==> config.mk <==
export PLATFORM = sky130hd
export DESIGN_NAME = lce_cmd_engine
export DESIGN_NICKNAME = d
export VERILOG_FILES = /design/src/lce_pkg.sv /design/src/lce_read_buffer.sv /design/src/lce_sweep_counter.sv /design/src/lce_cmd_fsm.sv /design/src/lce_cmd_engine.sv
export SDC_FILE = /design/constraint.sdc
export NUM_CORES = 1
export LEC_CHECK = 0
export BUFFER_PORTS_ARGS = -buffer_cell sky130_fd_sc_hd__buf_2
export CAP_MARGIN = 0
export CORE_AREA = 2 2 263 265
export CTS_CLUSTER_DIAMETER = 80
export DETAILED_ROUTE_END_ITERATION = 10
export DIE_AREA = 0 0 265 267
export GPL_ROUTABILITY_DRIVEN = 0
export HOLD_SLACK_MARGIN = 0.12
export PLACE_DENSITY = 0.39
export SYNTH_ARGS = -nofsm -noshare
export SYNTH_HDL_FRONTEND = slang
export SYNTH_SLANG_ARGS = --single-unit
==> constraint.sdc <==
create_clock -name clk_i -period 4.4 [get_ports clk_i]
set_input_delay 0.66 -clock clk_i [delete_from_list [all_inputs] [get_ports clk_i]]
set_output_delay 0.66 -clock clk_i [all_outputs]
set_load 0.02 [all_outputs]
==> src/lce_pkg.sv <==
package lce_pkg;

  // cache geometry
  localparam int paddr_width_c  = 32;
  localparam int sets_c         = 16;
  localparam int assoc_c        = 4;
  localparam int block_width_c  = 128;

  localparam int lg_sets_c      = $clog2(sets_c);
  localparam int lg_assoc_c     = $clog2(assoc_c);
  localparam int block_offset_c = $clog2(block_width_c / 8);
  // address bits left over once index and byte offset are taken out
  localparam int tag_width_c    = paddr_width_c - lg_sets_c - block_offset_c;

  // lce and directory ids share one width
  localparam int id_width_c     = 4;

  // coherence state of a line, invalid must stay at zero
  typedef enum logic [2:0] {
    e_coh_i = 3'd0,
    e_coh_s = 3'd1,
    e_coh_e = 3'd2,
    e_coh_m = 3'd3
  } coh_state_e;

  typedef enum logic [3:0] {
    e_cmd_sync,
    e_cmd_set_clear,
    e_cmd_inv,
    e_cmd_set_state,
    e_cmd_data,
    e_cmd_wb
  } lce_cmd_type_e;

  typedef enum logic [2:0] {
    e_resp_sync_ack,
    e_resp_inv_ack,
    e_resp_coh_ack,
    e_resp_wb,
    e_resp_null_wb
  } lce_resp_type_e;

  // memory opcodes
  typedef enum logic [1:0] {
    e_tag_set_clear,
    e_tag_set_state,
    e_tag_set_tag
  } tag_op_e;

  typedef enum logic [1:0] {
    e_stat_set_clear,
    e_stat_read,
    e_stat_clear_dirty
  } stat_op_e;

  typedef enum logic {
    e_data_read,
    e_data_write
  } data_op_e;

  // one command from a directory, header and block travel together
  typedef struct packed {
    lce_cmd_type_e              msg_type;
    logic [paddr_width_c-1:0]   addr;
    logic [id_width_c-1:0]      src_id;
    logic [lg_assoc_c-1:0]      way_id;
    coh_state_e                 state;
    logic [block_width_c-1:0]   data;
  } lce_cmd_s;

  typedef struct packed {
    lce_resp_type_e             msg_type;
    logic [paddr_width_c-1:0]   addr;
    logic [id_width_c-1:0]      src_id;
    logic [id_width_c-1:0]      dst_id;
    logic [block_width_c-1:0]   data;
  } lce_resp_s;

  typedef struct packed {
    tag_op_e                    opcode;
    logic [lg_sets_c-1:0]       index;
    logic [lg_assoc_c-1:0]      way_id;
    coh_state_e                 state;
    logic [tag_width_c-1:0]     tag;
  } tag_pkt_s;

  typedef struct packed {
    stat_op_e                   opcode;
    logic [lg_sets_c-1:0]       index;
    logic [lg_assoc_c-1:0]      way_id;
  } stat_pkt_s;

  typedef struct packed {
    data_op_e                   opcode;
    logic [lg_sets_c-1:0]       index;
    logic [lg_assoc_c-1:0]      way_id;
    logic [block_width_c-1:0]   data;
  } data_pkt_s;

  // stat memory read result, one dirty bit per way
  typedef struct packed {
    logic [assoc_c-1:0]         dirty;
  } stat_info_s;

endpackage

==> src/lce_read_buffer.sv <==
`timescale 1ns/1ns

module lce_read_buffer #(
  parameter int width_p = 8
) (
  input  logic               clk_i,
  input  logic               reset_i,
  input  logic               read_accept_i,
  input  logic [width_p-1:0] data_i,
  output logic [width_p-1:0] data_o,
  output logic               valid_o
);

  logic read_en_r;
  logic valid_r;

  // read data shows up on data_i the cycle after the accept
  always_ff @(posedge clk_i) begin
    if (reset_i) begin
      read_en_r <= 1'b0;
      valid_r   <= 1'b0;
    end else begin
      read_en_r <= read_accept_i;
      // a new accept wins over a pending load
      valid_r   <= (valid_r | read_en_r) & ~read_accept_i;
    end
  end

  always_ff @(posedge clk_i) begin
    if (read_en_r) begin
      data_o <= data_i;
    end
  end

  assign valid_o = valid_r;

endmodule

==> src/lce_sweep_counter.sv <==
`timescale 1ns/1ns

module lce_sweep_counter
  import lce_pkg::*;
#(
  parameter int num_cce_p = 2
) (
  input  logic                 clk_i,
  input  logic                 reset_i,
  input  logic                 inc_i,
  input  logic                 clear_i,
  input  logic                 sync_ack_i,
  output logic [lg_sets_c-1:0] count_o,
  output logic                 sweep_last_o,
  output logic                 sync_last_o,
  output logic                 sync_done_o
);

  // wide enough for the set index and for the directory count
  localparam int cnt_width_lp = ((id_width_c > lg_sets_c) ? id_width_c : lg_sets_c) + 1;

  logic [cnt_width_lp-1:0] cnt_r;
  logic                    final_sync;

  assign sweep_last_o = (cnt_r == cnt_width_lp'(sets_c - 1));
  assign sync_last_o  = (cnt_r == cnt_width_lp'(num_cce_p - 1));
  assign final_sync   = sync_ack_i & sync_last_o;
  assign count_o      = cnt_r[lg_sets_c-1:0];

  always_ff @(posedge clk_i) begin
    if (reset_i || clear_i || final_sync) begin
      cnt_r <= '0;
    end else if (inc_i) begin
      cnt_r <= cnt_r + 1'b1;
    end
  end

  // sticky once every directory has been acked
  always_ff @(posedge clk_i) begin
    if (reset_i) begin
      sync_done_o <= 1'b0;
    end else if (final_sync) begin
      sync_done_o <= 1'b1;
    end
  end

endmodule

==> src/lce_cmd_fsm.sv <==
`timescale 1ns/1ns

module lce_cmd_fsm
  import lce_pkg::*;
(
  input  logic                  clk_i,
  input  logic                  reset_i,
  input  logic [id_width_c-1:0] lce_id_i,
  input  lce_cmd_s              cmd_i,
  input  logic                  cmd_v_i,
  output logic                  cmd_ready_o,
  output lce_resp_s             resp_o,
  output logic                  resp_v_o,
  input  logic                  resp_ready_i,
  output tag_pkt_s              tag_pkt_o,
  output logic                  tag_v_o,
  input  logic                  tag_yumi_i,
  output stat_pkt_s             stat_pkt_o,
  output logic                  stat_v_o,
  input  logic                  stat_yumi_i,
  output data_pkt_s             data_pkt_o,
  output logic                  data_v_o,
  input  logic                  data_yumi_i,
  input  logic [lg_sets_c-1:0]  count_i,
  input  logic                  sweep_last_i,
  input  logic                  sync_last_i,
  input  stat_info_s            stat_buf_i,
  input  logic                  stat_buf_v_i,
  input  logic [block_width_c-1:0] data_buf_i,
  input  logic                  data_buf_v_i,
  output logic                  cnt_inc_o,
  output logic                  cnt_clear_o,
  output logic                  sync_ack_o,
  output logic                  stat_read_accept_o,
  output logic                  data_read_accept_o,
  output logic                  ready_o,
  output logic                  cache_req_complete_o
);

  typedef enum logic [2:0] {
    e_reset,
    e_clear,
    e_idle,
    e_coh_ack,
    e_wb_check,
    e_wb_dirty_read,
    e_wb_dirty_send
  } state_e;

  state_e state_r, state_n;

  logic [lg_sets_c-1:0]   cmd_index;
  logic [tag_width_c-1:0] cmd_tag;
  logic                   both_clear_yumi;

  assign cmd_index = cmd_i.addr[block_offset_c +: lg_sets_c];
  assign cmd_tag   = cmd_i.addr[paddr_width_c-1 -: tag_width_c];

  assign both_clear_yumi = tag_yumi_i & stat_yumi_i;

  // no commands until the sweep is over
  assign ready_o = (state_r != e_reset) && (state_r != e_clear);

  // reads that load the buffers a cycle later
  assign stat_read_accept_o = stat_yumi_i & (stat_pkt_o.opcode == e_stat_read);
  assign data_read_accept_o = data_yumi_i & (data_pkt_o.opcode == e_data_read);

  always_comb begin
    state_n              = state_r;
    cmd_ready_o          = 1'b0;
    resp_v_o             = 1'b0;
    tag_v_o              = 1'b0;
    stat_v_o             = 1'b0;
    data_v_o             = 1'b0;
    cnt_inc_o            = 1'b0;
    cnt_clear_o          = 1'b0;
    sync_ack_o           = 1'b0;
    cache_req_complete_o = 1'b0;

    // every response goes back to the directory that sent the command
    resp_o        = '0;
    resp_o.addr   = cmd_i.addr;
    resp_o.src_id = lce_id_i;
    resp_o.dst_id = cmd_i.src_id;

    tag_pkt_o         = '0;
    tag_pkt_o.index   = cmd_index;
    tag_pkt_o.way_id  = cmd_i.way_id;
    stat_pkt_o        = '0;
    stat_pkt_o.index  = cmd_index;
    stat_pkt_o.way_id = cmd_i.way_id;
    data_pkt_o        = '0;
    data_pkt_o.index  = cmd_index;
    data_pkt_o.way_id = cmd_i.way_id;

    unique case (state_r)
      e_reset: begin
        state_n = e_clear;
      end

      // wipe tag and stat of one set per accepted pair
      e_clear: begin
        tag_pkt_o.opcode  = e_tag_set_clear;
        tag_pkt_o.index   = count_i;
        tag_pkt_o.way_id  = '0;
        tag_pkt_o.state   = e_coh_i;
        tag_v_o           = 1'b1;
        stat_pkt_o.opcode = e_stat_set_clear;
        stat_pkt_o.index  = count_i;
        stat_pkt_o.way_id = '0;
        stat_v_o          = 1'b1;
        cnt_clear_o       = both_clear_yumi & sweep_last_i;
        cnt_inc_o         = both_clear_yumi & ~sweep_last_i;
        if (cnt_clear_o) begin
          state_n = e_idle;
        end
      end

      e_idle: begin
        if (cmd_v_i) begin
          case (cmd_i.msg_type)
            e_cmd_sync: begin
              resp_o.msg_type = e_resp_sync_ack;
              resp_v_o        = resp_ready_i;
              cmd_ready_o     = resp_v_o;
              sync_ack_o      = resp_v_o;
              // the counter clears itself on the last one
              cnt_inc_o       = resp_v_o & ~sync_last_i;
            end
            e_cmd_set_clear: begin
              tag_pkt_o.opcode  = e_tag_set_clear;
              tag_v_o           = 1'b1;
              stat_pkt_o.opcode = e_stat_set_clear;
              stat_v_o          = 1'b1;
              cmd_ready_o       = both_clear_yumi;
            end
            e_cmd_inv: begin
              tag_pkt_o.opcode = e_tag_set_state;
              tag_pkt_o.state  = e_coh_i;
              tag_v_o          = 1'b1;
              resp_o.msg_type  = e_resp_inv_ack;
              resp_v_o         = tag_yumi_i & resp_ready_i;
              cmd_ready_o      = resp_v_o;
            end
            e_cmd_set_state: begin
              tag_pkt_o.opcode = e_tag_set_state;
              tag_pkt_o.state  = cmd_i.state;
              tag_v_o          = 1'b1;
              cmd_ready_o      = tag_yumi_i;
            end
            e_cmd_data: begin
              tag_pkt_o.opcode  = e_tag_set_tag;
              tag_pkt_o.state   = cmd_i.state;
              tag_pkt_o.tag     = cmd_tag;
              tag_v_o           = 1'b1;
              data_pkt_o.opcode = e_data_write;
              data_pkt_o.data   = cmd_i.data;
              data_v_o          = 1'b1;
              if (tag_yumi_i && data_yumi_i) begin
                state_n = e_coh_ack;
              end
            end
            e_cmd_wb: begin
              stat_pkt_o.opcode = e_stat_read;
              stat_v_o          = 1'b1;
              if (stat_yumi_i) begin
                state_n = e_wb_check;
              end
            end
            // unknown types are dropped
            default: begin
              cmd_ready_o = 1'b1;
            end
          endcase
        end
      end

      // fill is in place, ack and wake the cache
      e_coh_ack: begin
        resp_o.msg_type      = e_resp_coh_ack;
        resp_v_o             = cmd_v_i & resp_ready_i;
        cmd_ready_o          = resp_v_o;
        cache_req_complete_o = resp_v_o;
        if (resp_v_o) begin
          state_n = e_idle;
        end
      end

      e_wb_check: begin
        if (stat_buf_v_i) begin
          if (stat_buf_i.dirty[cmd_i.way_id]) begin
            state_n = e_wb_dirty_read;
          end else begin
            resp_o.msg_type = e_resp_null_wb;
            resp_v_o        = resp_ready_i;
            cmd_ready_o     = resp_v_o;
            if (resp_v_o) begin
              state_n = e_idle;
            end
          end
        end
      end

      // read the block and mark it clean together
      e_wb_dirty_read: begin
        data_pkt_o.opcode = e_data_read;
        data_v_o          = 1'b1;
        stat_pkt_o.opcode = e_stat_clear_dirty;
        stat_v_o          = 1'b1;
        if (data_yumi_i && stat_yumi_i) begin
          state_n = e_wb_dirty_send;
        end
      end

      e_wb_dirty_send: begin
        resp_o.msg_type = e_resp_wb;
        resp_o.data     = data_buf_i;
        resp_v_o        = resp_ready_i & data_buf_v_i;
        cmd_ready_o     = resp_v_o;
        if (resp_v_o) begin
          state_n = e_idle;
        end
      end

      default: begin
        state_n = e_reset;
      end
    endcase
  end

  always_ff @(posedge clk_i) begin
    if (reset_i) begin
      state_r <= e_reset;
    end else begin
      state_r <= state_n;
    end
  end

endmodule

==> src/lce_cmd_engine.sv <==
`timescale 1ns/1ns

module lce_cmd_engine
  import lce_pkg::*;
#(
  parameter int num_cce_p = 2
) (
  input  logic                     clk_i,
  input  logic                     reset_i,
  input  logic [id_width_c-1:0]    lce_id_i,
  input  lce_cmd_s                 cmd_i,
  input  logic                     cmd_v_i,
  output logic                     cmd_ready_o,
  output lce_resp_s                resp_o,
  output logic                     resp_v_o,
  input  logic                     resp_ready_i,
  output tag_pkt_s                 tag_pkt_o,
  output logic                     tag_v_o,
  input  logic                     tag_yumi_i,
  output stat_pkt_s                stat_pkt_o,
  output logic                     stat_v_o,
  input  logic                     stat_yumi_i,
  input  stat_info_s               stat_info_i,
  output data_pkt_s                data_pkt_o,
  output logic                     data_v_o,
  input  logic                     data_yumi_i,
  input  logic [block_width_c-1:0] data_i,
  output logic                     ready_o,
  output logic                     sync_done_o,
  output logic                     cache_req_complete_o
);

  logic [lg_sets_c-1:0]     count;
  logic                     sweep_last;
  logic                     sync_last;
  logic                     cnt_inc;
  logic                     cnt_clear;
  logic                     sync_ack;
  logic                     stat_read_accept;
  logic                     data_read_accept;
  stat_info_s               stat_buf;
  logic                     stat_buf_v;
  logic [block_width_c-1:0] data_buf;
  logic                     data_buf_v;

  lce_cmd_fsm fsm_i (
    .clk_i, .reset_i, .lce_id_i, .cmd_i, .cmd_v_i, .cmd_ready_o,
    .resp_o, .resp_v_o, .resp_ready_i,
    .tag_pkt_o, .tag_v_o, .tag_yumi_i,
    .stat_pkt_o, .stat_v_o, .stat_yumi_i,
    .data_pkt_o, .data_v_o, .data_yumi_i,
    .count_i(count), .sweep_last_i(sweep_last), .sync_last_i(sync_last),
    .stat_buf_i(stat_buf), .stat_buf_v_i(stat_buf_v),
    .data_buf_i(data_buf), .data_buf_v_i(data_buf_v),
    .cnt_inc_o(cnt_inc), .cnt_clear_o(cnt_clear), .sync_ack_o(sync_ack),
    .stat_read_accept_o(stat_read_accept), .data_read_accept_o(data_read_accept),
    .ready_o, .cache_req_complete_o
  );

  lce_sweep_counter #(.num_cce_p(num_cce_p)) counter_i (
    .clk_i, .reset_i, .inc_i(cnt_inc), .clear_i(cnt_clear), .sync_ack_i(sync_ack),
    .count_o(count), .sweep_last_o(sweep_last), .sync_last_o(sync_last), .sync_done_o
  );

  // dirty bits for the writeback decision
  lce_read_buffer #(.width_p($bits(stat_info_s))) stat_buf_i (
    .clk_i, .reset_i, .read_accept_i(stat_read_accept),
    .data_i(stat_info_i), .data_o(stat_buf), .valid_o(stat_buf_v)
  );

  // block being written back
  lce_read_buffer #(.width_p(block_width_c)) data_buf_i (
    .clk_i, .reset_i, .read_accept_i(data_read_accept),
    .data_i(data_i), .data_o(data_buf), .valid_o(data_buf_v)
  );

endmodule

==> metrics.md, run 1 <==
| Metric | Value |
|---|---|
| Fin area | `11900 um2` |
| Layout cells sized above 1 | `approximately 57%` |
| Buffers on Ports | `648` |
| Hold bufs inserted after CTS | `0` |
| Yosys reg bits | `between 100 and 150` |
| Cell count after synthesis | `652` |
| # resized after CTS | `0` |
| RSZ-0062 raised after global routing | `no` |
| Clk_lat worst skew | `~0.48 ns` |
| Hold crit path type | `primary input to flop` |
| CP Capture Type | `primary output` |
| Slowest stage cell, crit path | `dfxtp_1` |
| Max FO, Critical Path | `16` |
| DP Wirelength | `roughly 25 mm` |
| Total power | `~3.8 mW` |
| VDD IR max | `roughly 0.00034 V` |
| First-pass GRT wire length | `44.5 mm` |
| Most common cell after layout, fill and taps aside | `buf_2` |
| Area Growth Syn to Fin | `60.2%` |
| CTS Buf Count | `17` |
| Mean area per synthesized cell | `about 11 um2` |
| Commonest cells after routing, fill and taps aside | `648 x buf_2, 156 x and3_1, 133 x and2_1` |
| Fin crit period | `between 3 and 4 ns` |
| Power per cell area | `approximately 320 nW/um2` |
| Sequential area share after synthesis | `a little under three fifths` |
| Slew of the pin with the lowest slew margin | `0.890 ns` |
| Final worst path period share | `between 70% and 80%` |
| Slew HR | `~41%` |
| Max cap viols | `0` |
| Root Driver | `clkbuf_16` |
| Final setup skew | `around 0.02 ns` |
| Clock Pin Slew Worst Setup and Hold Paths | `roughly 0.09 ns` |
| Total track usage | `roughly 8.6%` |
| Non-Filler Instances | `roughly 2100` |
| Leak | `approximately 6.4 nW` |
| Crit path cell chain | `nand4bb_1, nor3_1, and3_1, a211o_1, a221o_1, buf_2` |
| Final nets | `between 1500 and 2000` |
| Worst EP required | `roughly 3.7 ns` |
| Drt wl/cell | `between 15 and 20 um` |
| Total die area | `between 70000 and 80000 um2` |
| Initial antenna violation count | `11` |
| Vias per inst | `approximately 3.4` |
| Clk sink count | `between 100 and 150` |
| Setup tns final | `0 ns` |
| Post-synth EDFFs | `approximately 130` |
| Die height | `267 um` |
| Max Root-Sink Buffers | `2` |
| Worst hold margin | `about 0.35 ns` |
| Netlist cell types | `50` |
| Vias in the first global route | `between 6000 and 7000` |
| Total wire length | `around 32 mm` |
| Drt pass-1 iters | `5` |
| Initial drt markers | `418` |
| Core Box Area | `68000 um2` |
| Setup Slack @ Placement | `1.24 ns` |
| Max-slew violation count | `0` |
| Num rows | `96` |
| Multi-input logic area | `2560 um2` |
| CTS tree | `done` |
| DR DRC count | `0` |
| Fillcell total | `around 7600` |
| Largest net degree at the start of global routing | `157` |
| Setup repair bufs after CTS | `0` |
| Syn nets | `between 900 and 1000` |
| Global route total overflow | `0` |
| Crit path kind | `flop to primary output` |
| Layout Utilization | `17.5%` |
| Initial Util | `~11%` |
| Final Hold Fails | `0` |
| DP Area | `11300 um2` |
| Max incr delay on CP | `between 0.6 and 0.7 ns` |
| H-tree lvl count | `4` |
| Num ports | `approximately 670` |
| Yosys warning total | `0` |
| Top_reg_cell synth | `edfxtp_1` |
| Post-synth ARST share | `0%` |
| Peak Freq | `a little over 300 MHz` |
| Routed Antenna Nets | `0` |
| Via Count | `7209` |
| Outcome | `finished, final reports clean` |
| DIE WIDTH | `approximately 270 um` |
| Final setup fails | `0` |
| Final worst setup slack | `about 1.2 ns` |
| Reg area | `4230 um2` |
| Mapped cell area | `roughly 7400 um2` |
| CP Launch Type | `flop` |
| Dpl cells | `just over 2000` |
| Worst Path Arrival | `2.55 ns` |
worst max-delay path: cells and delay by family (launching register included):
kind | cells | cell delay (ns)
flip-flops | 1 | 0.65
AO/OA/AOI/OAI | 2 | 0.65
AND/OR/NAND/NOR | 3 | 0.63
buffers and inverters | 1 | 0.16
synth_stat cells (2+ instances only):
master / n / area, um2
a211o_1: 2 / 17.5
a211oi_1: 3 / 22.5
a21o_1: 3 / 22.5
a21oi_1: 6 / 30.0
a311oi_1: 2 / 17.5
and2_1: 133 / 832
and3_1: 156 / 976
buf_2: 7 / 35.0
buf_4: 53 / 398
clkbuf_1: 48 / 180
dfxtp_1: 13 / 260
edfxtp_1: 132 / 3960
ha_1: 3 / 37.5
inv_1: 9 / 33.8
mux2_2: 5 / 56.3
nand2_1: 7 / 26.3
nand2b_1: 5 / 31.3
nand3_1: 7 / 35.0
nand4bb_1: 2 / 22.5
nor2_1: 12 / 45.0
nor2b_1: 4 / 25.0
nor3_1: 4 / 20.0
nor3b_1: 3 / 22.5
nor4bb_1: 2 / 20.0
o21a_1: 2 / 15.0
o22ai_1: 2 / 12.5
o31ai_1: 2 / 15.0
or2_2: 2 / 12.5
or3b_2: 2 / 17.5
final cells by class:
| type | instances | share of cell area [%] |
|---|---|---|
| sequential | 145 | 35.6 |
| timing repair buffer | 653 | 28.0 |
| multi-input combinational | 389 | 21.6 |
| tap | 882 | 9.29 |
| clock buffer | 17 | 3.58 |
| clock inverter | 15 | 1.57 |
| inverter | 10 | 0.316 |
| antenna | 3 | 0.0632 |
worst paths after layout:
check                                                   startpoint                                  to  slack [ns]  depth (start not counted)
worst max-delay path                 fsm_i.state_r[0]$_SDFFE_PP0P_                         cmd_ready_o        1.19                          6
worst min-delay path                                   data_i[118]    data_buf_i.data_o[118]$_DFFE_PP_        0.35                          1
worst max register to register     counter_i.cnt_r[0]$_SDFFE_PP0P_       fsm_i.state_r[0]$_SDFFE_PP0P_        2.04                          8
worst min register to register  counter_i.sync_done_o$_SDFFE_PP0P_  counter_i.sync_done_o$_SDFFE_PP0P_        0.45                          2
routing by layer:
layer	track usage [%]	routed length [um]	up-vias
li1	-	-	3398
met1	9.79	12700	3319
met2	13.7	15200	419
met3	3.28	3200	69
met4	5.02	1280	4
met5	0	22	-
report_power, final:
group	switching [mW]	total, mW	leakage, nW	internal (mW)
combinational	0.385	0.654	4.72	0.269
clock	0.726	1.54	0.297	0.818
sequential	0.0655	1.64	1.34	1.58
total	1.18	3.84	6.36	2.67
flip-flops by register name, summed over array words and instances (netlist names):
register / flops
data_buf_i.data_o: 128
data_buf_i.read_en_r: 1
fsm_i.state_r: 3
stat_buf_i.data_o: 4
stat_buf_i.read_en_r: 1
counter_i.sync_done_o: 1
data_buf_i.valid_o: 1
counter_i.cnt_r: 5
stat_buf_i.valid_o: 1
logic make-up after synthesis:
| group | share of synthesized area, % |
|---|---|
| buffers and inverters | 8.77 |
| xor gates and xnor gates | 0.118 |
| AOI/OAI and AO/OA | 3.41 |
| muxes | 1.20 |
| adders and majority gates | 0.506 |
| DFF | 57.0 |
| and+or+nand+nor | 29.0 |
Power figures use the tool's default switching activity.
==> run 2, diff against run 1 <==
==> constraint.sdc (replaced) <==
create_clock -name clk_i -period 3.3 [get_ports clk_i]
set_input_delay 0.495 -clock clk_i [delete_from_list [all_inputs] [get_ports clk_i]]
set_output_delay 0.495 -clock clk_i [all_outputs]
set_load 0.02 [all_outputs]
==> run 2 against run 1 <==
Compared with the run above:
- total power is 33% higher
- register-to-register slack worse by 1.1 ns
- sequential cell count unchanged
- utilization hardly changed
- worst hold slack got worse by 0.15 ns
- global-route usage grew 1.2 points
- worst setup slack worse by 0.90 ns
- die area unchanged
- sequential power grew 31%
- sequential share of layout area is essentially flat
- combinational power up 47%
- first-iteration DRC count shrank 22%
- critical endpoint unchanged
==> metrics.md, run 2 (same netlist as run 1, synthesis figures left out) <==
| Metric | Value |
|---|---|
| Outcome | `finished, final reports clean` |
| Total die area | `70800 um2 (unchanged)` |
| Max-slew violation count | `0 (unchanged)` |
| Worst Path Arrival | `2.51 ns (-0.04 ns)` |
| Hold Crit Endpoint | `data_buf_i.data_o[36]$_DFFE_PP_` |
| Final setup skew | `0.0116 ns (-0.00898 ns)` |
| Hold Path Origin | `data_i[36]` |
| Metal-1 WL | `13.0 mm (+2.8%)` |
| Setup repair bufs after CTS | `0 (unchanged)` |
| Max cap viols | `0 (unchanged)` |
| Fin area | `11900 um2 (+0.14%)` |
| Internal reg-to-reg setup slack | `0.95 ns (-1.09 ns)` |
| Worst hold margin | `0.198 ns (-0.151 ns)` |
| Layout cells sized above 1 | `57.3% (+0.17 points)` |
| DR WL met3 | `3.95 mm (+23%)` |
| Peak Freq | `333 MHz` |
| RSZ-0062 raised after global routing | `no` |
| Buffers on Ports | `648 (unchanged)` |
| FF-to-FF End | `fsm_i.state_r[0]$_SDFFE_PP0P_` |
| Initial drt markers | `327 (-22%)` |
| Reg with most FFs | `data_buf_i.data_o` |
| Clock Pin Slew Worst Setup and Hold Paths | `0.07 ns (-0.02 ns)` |
| Worst EP required | `2.80 ns (-0.94 ns)` |
| Multi-input logic area | `2560 um2 (unchanged)` |
| Clk_lat worst skew | `0.46 ns (-0.02 ns)` |
| Commonest cells after routing, fill and taps aside | `648 x buf_2, 156 x and3_1, 133 x and2_1` |
| DP Wirelength | `30.0 mm (+19%)` |
| Final setup fails | `0 (unchanged)` |
| Fin crit period | `approximately 3.0 ns` |
| Most common cell after layout, fill and taps aside | `buf_2` |
| Vias per inst | `3.43 (+0.56%)` |
| DR DRC count | `0 (unchanged)` |
| Root Driver | `clkbuf_16` |
| Top Registers | `data_buf_i.data_o (128), counter_i.cnt_r (5), stat_buf_i.data_o (4)` |
| DIE WIDTH | `265 um (unchanged)` |
| Layout Utilization | `17.5% (+0.024 points)` |
| Drt wl/cell | `17.3 um (+13%)` |
| Leak | `6.38 nW (+0.27%)` |
| Via Count | `7270 (+0.85%)` |
| Max FFs per register | `128 (unchanged)` |
| Power per cell area | `429 nW/um2 (+33%)` |
| First-pass GRT wire length | `48.8 mm (+9.6%)` |
| R2R cell count | `8 (unchanged)` |
| Area Growth Syn to Fin | `60.4%` |
| Hold crit path type | `primary input to flop` |
| Die height | `267 um (unchanged)` |
| Slew HR | `46.7% (+6.0 points)` |
| Total wire length | `36.6 mm (+13%)` |
| Fillcell total | `7611 (+0.33%)` |
| Total power | `5.11 mW (+33%)` |
| DR top layer | `met5` |
| CP Capture Type | `primary output` |
| CTS tree | `done` |
| H-tree lvl count | `4 (unchanged)` |
| Routed Antenna Nets | `0 (unchanged)` |
| Initial antenna violation count | `13 (+2)` |
| Metal2 WL | `18.2 mm (+20%)` |
| Crit path kind | `flop to primary output` |
| Reg area | `4230 um2 (unchanged)` |
| Max FO, Critical Path | `11 (-5)` |
| Max Root-Sink Buffers | `2 (unchanged)` |
| Final Hold Fails | `0 (unchanged)` |
| Hold Path Stages | `1 (unchanged)` |
| DP Area | `11300 um2 (+0.33%)` |
| Core Box Area | `68000 um2 (unchanged)` |
| Final worst path period share | `between 90% and 100%` |
| Vias in the first global route | `7144 (+6.2%)` |
| CTS Buf Count | `17 (unchanged)` |
| Worst r2r src | `counter_i.cnt_r[1]$_SDFFE_PP0P_` |
| Drt pass-1 iters | `4 (-1)` |
| Initial Util | `10.9% (unchanged)` |
| Largest net degree at the start of global routing | `153 (-2.5%)` |
| Slew of the pin with the lowest slew margin | `0.800 ns (-0.0901 ns)` |
| Hold bufs inserted after CTS | `0 (unchanged)` |
| Num ports | `673 (unchanged)` |
| VDD IR max | `0.000444 V (+29%)` |
| Total track usage | `9.75% (+1.2 points)` |
| Num rows | `96 (unchanged)` |
| Final nets | `1540 (+0.33%)` |
| Setup tns final | `0 ns (unchanged)` |
| Clk sink count | `145 (unchanged)` |
| Global route total overflow | `0 (unchanged)` |
| # resized after CTS | `0 (unchanged)` |
| CP Launch Type | `flop` |
-- run 2: changes by cell type in the layout (fill, tap and decap cells not counted), sizes merged --
| cell | previous run | this run |
|---|---|---|
| diode | 3 | 4 |
| buf | 653 | 658 |
| inv | 20 | 19 |
| clkinv | 3 | 4 |
-- run 2: layer usage --
metal  track usage, %  up-vias
met5                0        -
met1             9.81     3333
met3             4.19       74
li1                 -     3400
met2             17.1      451
met4             5.10       12
-- run 2: cell type report --
type	count	area share [%]
Tap cell	882	9.28
Sequential cell	145	35.5
Multi-Input combinational cell	389	21.5
Inverter	10	0.316
Clock buffer	17	3.58
Antenna cell	4	0.0841
Clock inverter	15	1.37
Timing Repair Buffer	658	28.3
-- run 2: through the flow --
| step | cells | setup WS, ns |
|---|---|---|
| after floorplan | 652 | 0.737 |
| after global placement | 2084 | 0.495 |
| after detailed placement | 2084 | 0.523 |
| after CTS | 2116 | 0.210 |
| after global routing | 2118 | 0.0959 |
| final | 2120 | 0.294 |
-- run 2: power breakdown --
| part | internal [mW] | switching (mW) |
|---|---|---|
| registers | 2.10 | 0.0458 |
| clock network | 1.07 | 0.923 |
| logic | 0.375 | 0.589 |
| total | 3.55 | 1.56 |
-- run 2: how the worst max path moves through the flow --
stage	startpoint	endpoint	slack (ns)	cells past startpoint
3_5_place_dp	cmd_i[131]	cmd_ready_o	0.52	6
4_1_cts	fsm_i.state_r[2]$_SDFFE_PP0P_	cmd_ready_o	0.21	6
5_1_grt	fsm_i.state_r[2]$_SDFFE_PP0P_	cmd_ready_o	0.1	6
3_3_place_gp	cmd_i[131]	cmd_ready_o	0.49	6
6_report	fsm_i.state_r[2]$_SDFFE_PP0P_	cmd_ready_o	0.29	6
2_1_floorplan	cmd_i[131]	cmd_ready_o	0.74	4
-- run 2: worst max-delay path, cell delays in order (launching register included) --
cell	delay (ns)
dfxtp_1	0.56
nand4bb_1	0.30
nor3_1	0.11
and3_1	0.18
a211o_1	0.30
a221o_1	0.41
buf_2	0.18
==> run 3, diff against run 2 <==
--- a/config.mk
+++ b/config.mk
@@ -5,15 +5,17 @@
 export SDC_FILE = /design/constraint.sdc
 export NUM_CORES = 1
 export LEC_CHECK = 0
+export ABC_CLOCK_PERIOD_IN_PS = 2600
 export BUFFER_PORTS_ARGS = -buffer_cell sky130_fd_sc_hd__buf_2
 export CAP_MARGIN = 0
-export CORE_AREA = 2 2 263 265
+export CORE_AREA = 2 2 262 264
 export CTS_CLUSTER_DIAMETER = 80
 export DETAILED_ROUTE_END_ITERATION = 10
-export DIE_AREA = 0 0 265 267
+export DIE_AREA = 0 0 264 266
 export GPL_ROUTABILITY_DRIVEN = 0
+export GPL_TIMING_DRIVEN = 0
 export HOLD_SLACK_MARGIN = 0.12
-export PLACE_DENSITY = 0.39
+export PLACE_DENSITY = 0.4
 export SYNTH_ARGS = -nofsm -noshare
 export SYNTH_HDL_FRONTEND = slang
 export SYNTH_SLANG_ARGS = --single-unit
==> constraint.sdc (replaced) <==
create_clock -name clk_i -period 2.6 [get_ports clk_i]
set_input_delay 0.39 -clock clk_i [delete_from_list [all_inputs] [get_ports clk_i]]
set_output_delay 0.39 -clock clk_i [all_outputs]
set_load 0.02 [all_outputs]
==> run 3 against run 2 <==
Compared with the run above:
- final cell count rose by 12%
- count of clock-buffer cells in the layout up 1
- sequential power rose by 28%
- largest power group unchanged
==> metrics.md, run 3 (same netlist as run 1, synthesis figures left out) <==
| Metric | Value |
|---|---|
| DP Wirelength | `28.7 mm (-4.5%)` |
| Top Registers | `data_buf_i.data_o (128), counter_i.cnt_r (5), stat_buf_i.data_o (4)` |
| Outcome | `finished, final reports clean` |
| Routed Antenna Nets | `0 (unchanged)` |
| Max FFs per register | `128 (unchanged)` |
| Max FO, Critical Path | `11 (unchanged)` |
| Multi-input logic area | `2650 um2 (+3.3%)` |
| Fin crit period | `2.54 ns` |
| CTS Buf Count | `17 (unchanged)` |
| Final Hold Fails | `0 (unchanged)` |
| Total wire length | `36.3 mm (-0.99%)` |
| Most common cell after layout, fill and taps aside | `buf_2` |
| Fillcell total | `7472 (-1.8%)` |
| Root Driver | `clkbuf_16` |
| DIE WIDTH | `264 um (-0.38%)` |
| Largest net degree at the start of global routing | `54 (-65%)` |
| Total die area | `70200 um2 (-0.75%)` |
| Initial antenna violation count | `6 (-7)` |
| Reg area | `4240 um2 (+0.21%)` |
| Area Growth Syn to Fin | `92.9%` |
| Final setup skew | `0.0213 ns (+0.00976 ns)` |
| Max-slew violation count | `0 (unchanged)` |
| Peak Freq | `~390 MHz` |
| Via Count | `8234 (+13%)` |
| CP Capture Type | `primary output` |
| Total power | `6.93 mW (+36%)` |
| Num rows | `96 (unchanged)` |
| Power per cell area | `485 nW/um2 (+13%)` |
| Slew HR | `55.1% (+8.5 points)` |
| CTS tree | `done` |
| Worst EP required | `2.21 ns (-0.59 ns)` |
| Total track usage | `9.96% (+0.22 points)` |
| Worst Path Arrival | `2.15 ns (-0.36 ns)` |
| Final worst setup slack | `0.0634 ns (-0.230 ns)` |
| Drt wl/cell | `15.3 um (-12%)` |
| Final setup fails | `0 (unchanged)` |
| Initial drt markers | `366 (+12%)` |
| Leak | `7.51 nW (+18%)` |
| Max cap viols | `0 (unchanged)` |
| Reg with most FFs | `data_buf_i.data_o` |
| VDD IR max | `0.000476 V (+7.2%)` |
| First-pass GRT wire length | `51.6 mm (+5.7%)` |
| Final nets | `1797 (+17%)` |
| Global route total overflow | `0 (unchanged)` |
| Slew of the pin with the lowest slew margin | `0.664 ns (-0.136 ns)` |
| Final worst path period share | `slightly below 100%` |
| Hold crit path type | `primary input to flop` |
| Setup Slack @ Placement | `-0.891 ns (-1.41 ns)` |
| DR DRC count | `0 (unchanged)` |
| Setup tns final | `0 ns (unchanged)` |
| Initial Util | `10.9% (+0.039 points)` |
| Core Box Area | `67700 um2 (-0.35%)` |
| Commonest cells after routing, fill and taps aside | `624 x buf_2, 149 x and3_1, 132 x and2_1, 132 x edfxtp_1, 132 x dlygate4sd3_1` |
| Die height | `266 um (-0.37%)` |
| Vias in the first global route | `8365 (+17%)` |
| Layout cells sized above 1 | `55.8% (-1.5 points)` |
| H-tree lvl count | `4 (unchanged)` |
| Max Root-Sink Buffers | `2 (unchanged)` |
| Vias per inst | `3.46 (+1.0%)` |
| CP Launch Type | `flop` |
| Num ports | `673 (unchanged)` |
| Clk sink count | `145 (unchanged)` |
| Drt pass-1 iters | `5 (+1)` |
| Crit path kind | `flop to primary output` |
| Clock Pin Slew Worst Setup and Hold Paths | `0.06 ns (about the same)` |
| Buffers on Ports | `657 (+1.4%)` |
| Clk_lat worst skew | `0.47 ns (about the same)` |
| RSZ-0062 raised after global routing | `yes` |
run 3: critical path, stage by stage (launching register included):
cell and delay [ns]:
dfxtp_4 0.37, buf_6 0.15, nor4bb_4 0.28, buf_4 0.19
clkbuf_8 0.17, clkbuf_8 0.18, and3_4 0.22, buf_4 0.14
run 3: where the power goes:
group	leakage [nW]	total, mW	switching [mW]	internal, mW
Sequential	1.35	2.75	0.0650	2.68
Combinational	5.89	1.76	0.889	0.873
Clock	0.274	2.43	1.10	1.33
Total	7.51	6.93	2.05	4.88
run 3: path summary, 6_finish.rpt:
kind	endpoint	slack, ns	start	depth (start not counted)
setup reg to reg	fsm_i.state_r[0]$_SDFFE_PP0P_	0.22	counter_i.cnt_r[0]$_SDFFE_PP0P_	8
hold reg to reg	counter_i.sync_done_o$_SDFFE_PP0P_	0.50	counter_i.sync_done_o$_SDFFE_PP0P_	2
hold / removal	data_buf_i.valid_o$_SDFF_PP0_	0.19	data_yumi_i	2
setup / recovery	tag_pkt_o[1]	0.06	fsm_i.state_r[0]$_SDFFE_PP0P_	7
run 3: final cells by class:
| cell class | count | share of cell area [%] |
|---|---|---|
| tap | 882 | 7.71 |
| multi-input combinational | 389 | 18.5 |
| inverter | 10 | 0.280 |
| clock inverter | 13 | 0.883 |
| timing repair buffer | 807 | 34.3 |
| sequential | 145 | 29.6 |
| buffer | 108 | 5.68 |
| antenna | 5 | 0.0874 |
| clock buffer | 18 | 3.00 |
run 3: metal layers:
metal | vias up | global-route usage [%] | wire length [um] | part of all wire, %
met5 | - | 0 | 17 | 0.047
met4 | 2 | 4.98 | 1330 | 3.7
met3 | 51 | 2.94 | 2480 | 6.8
met2 | 427 | 17.5 | 18100 | 50
met1 | 3833 | 10.9 | 14300 | 39
li1 | 3921 | - | - | -
run 3: per-stage QoR:
stage	cells	utilization (%)	hold WS [ns]	cell area (um2)
detailed placement	2193	17.5	0.507	11900
CTS	2369	20.9	0.129	14200
floorplan	652	-	0.484	7420
global placement	2191	17.4	0.499	11800
global route	2373	21.1	0.169	14300
finish	2377	21.1	0.190	14300
run 3: timing repair:
action	4_1_cts	5_1_grt
hold endpoints to repair	132	0
pin swaps	5	4
gates cloned	1	0
hold buffers	132	0
setup buffers	12	3
endpoints found under the setup margin	303	185
gates resized for setup	111	72
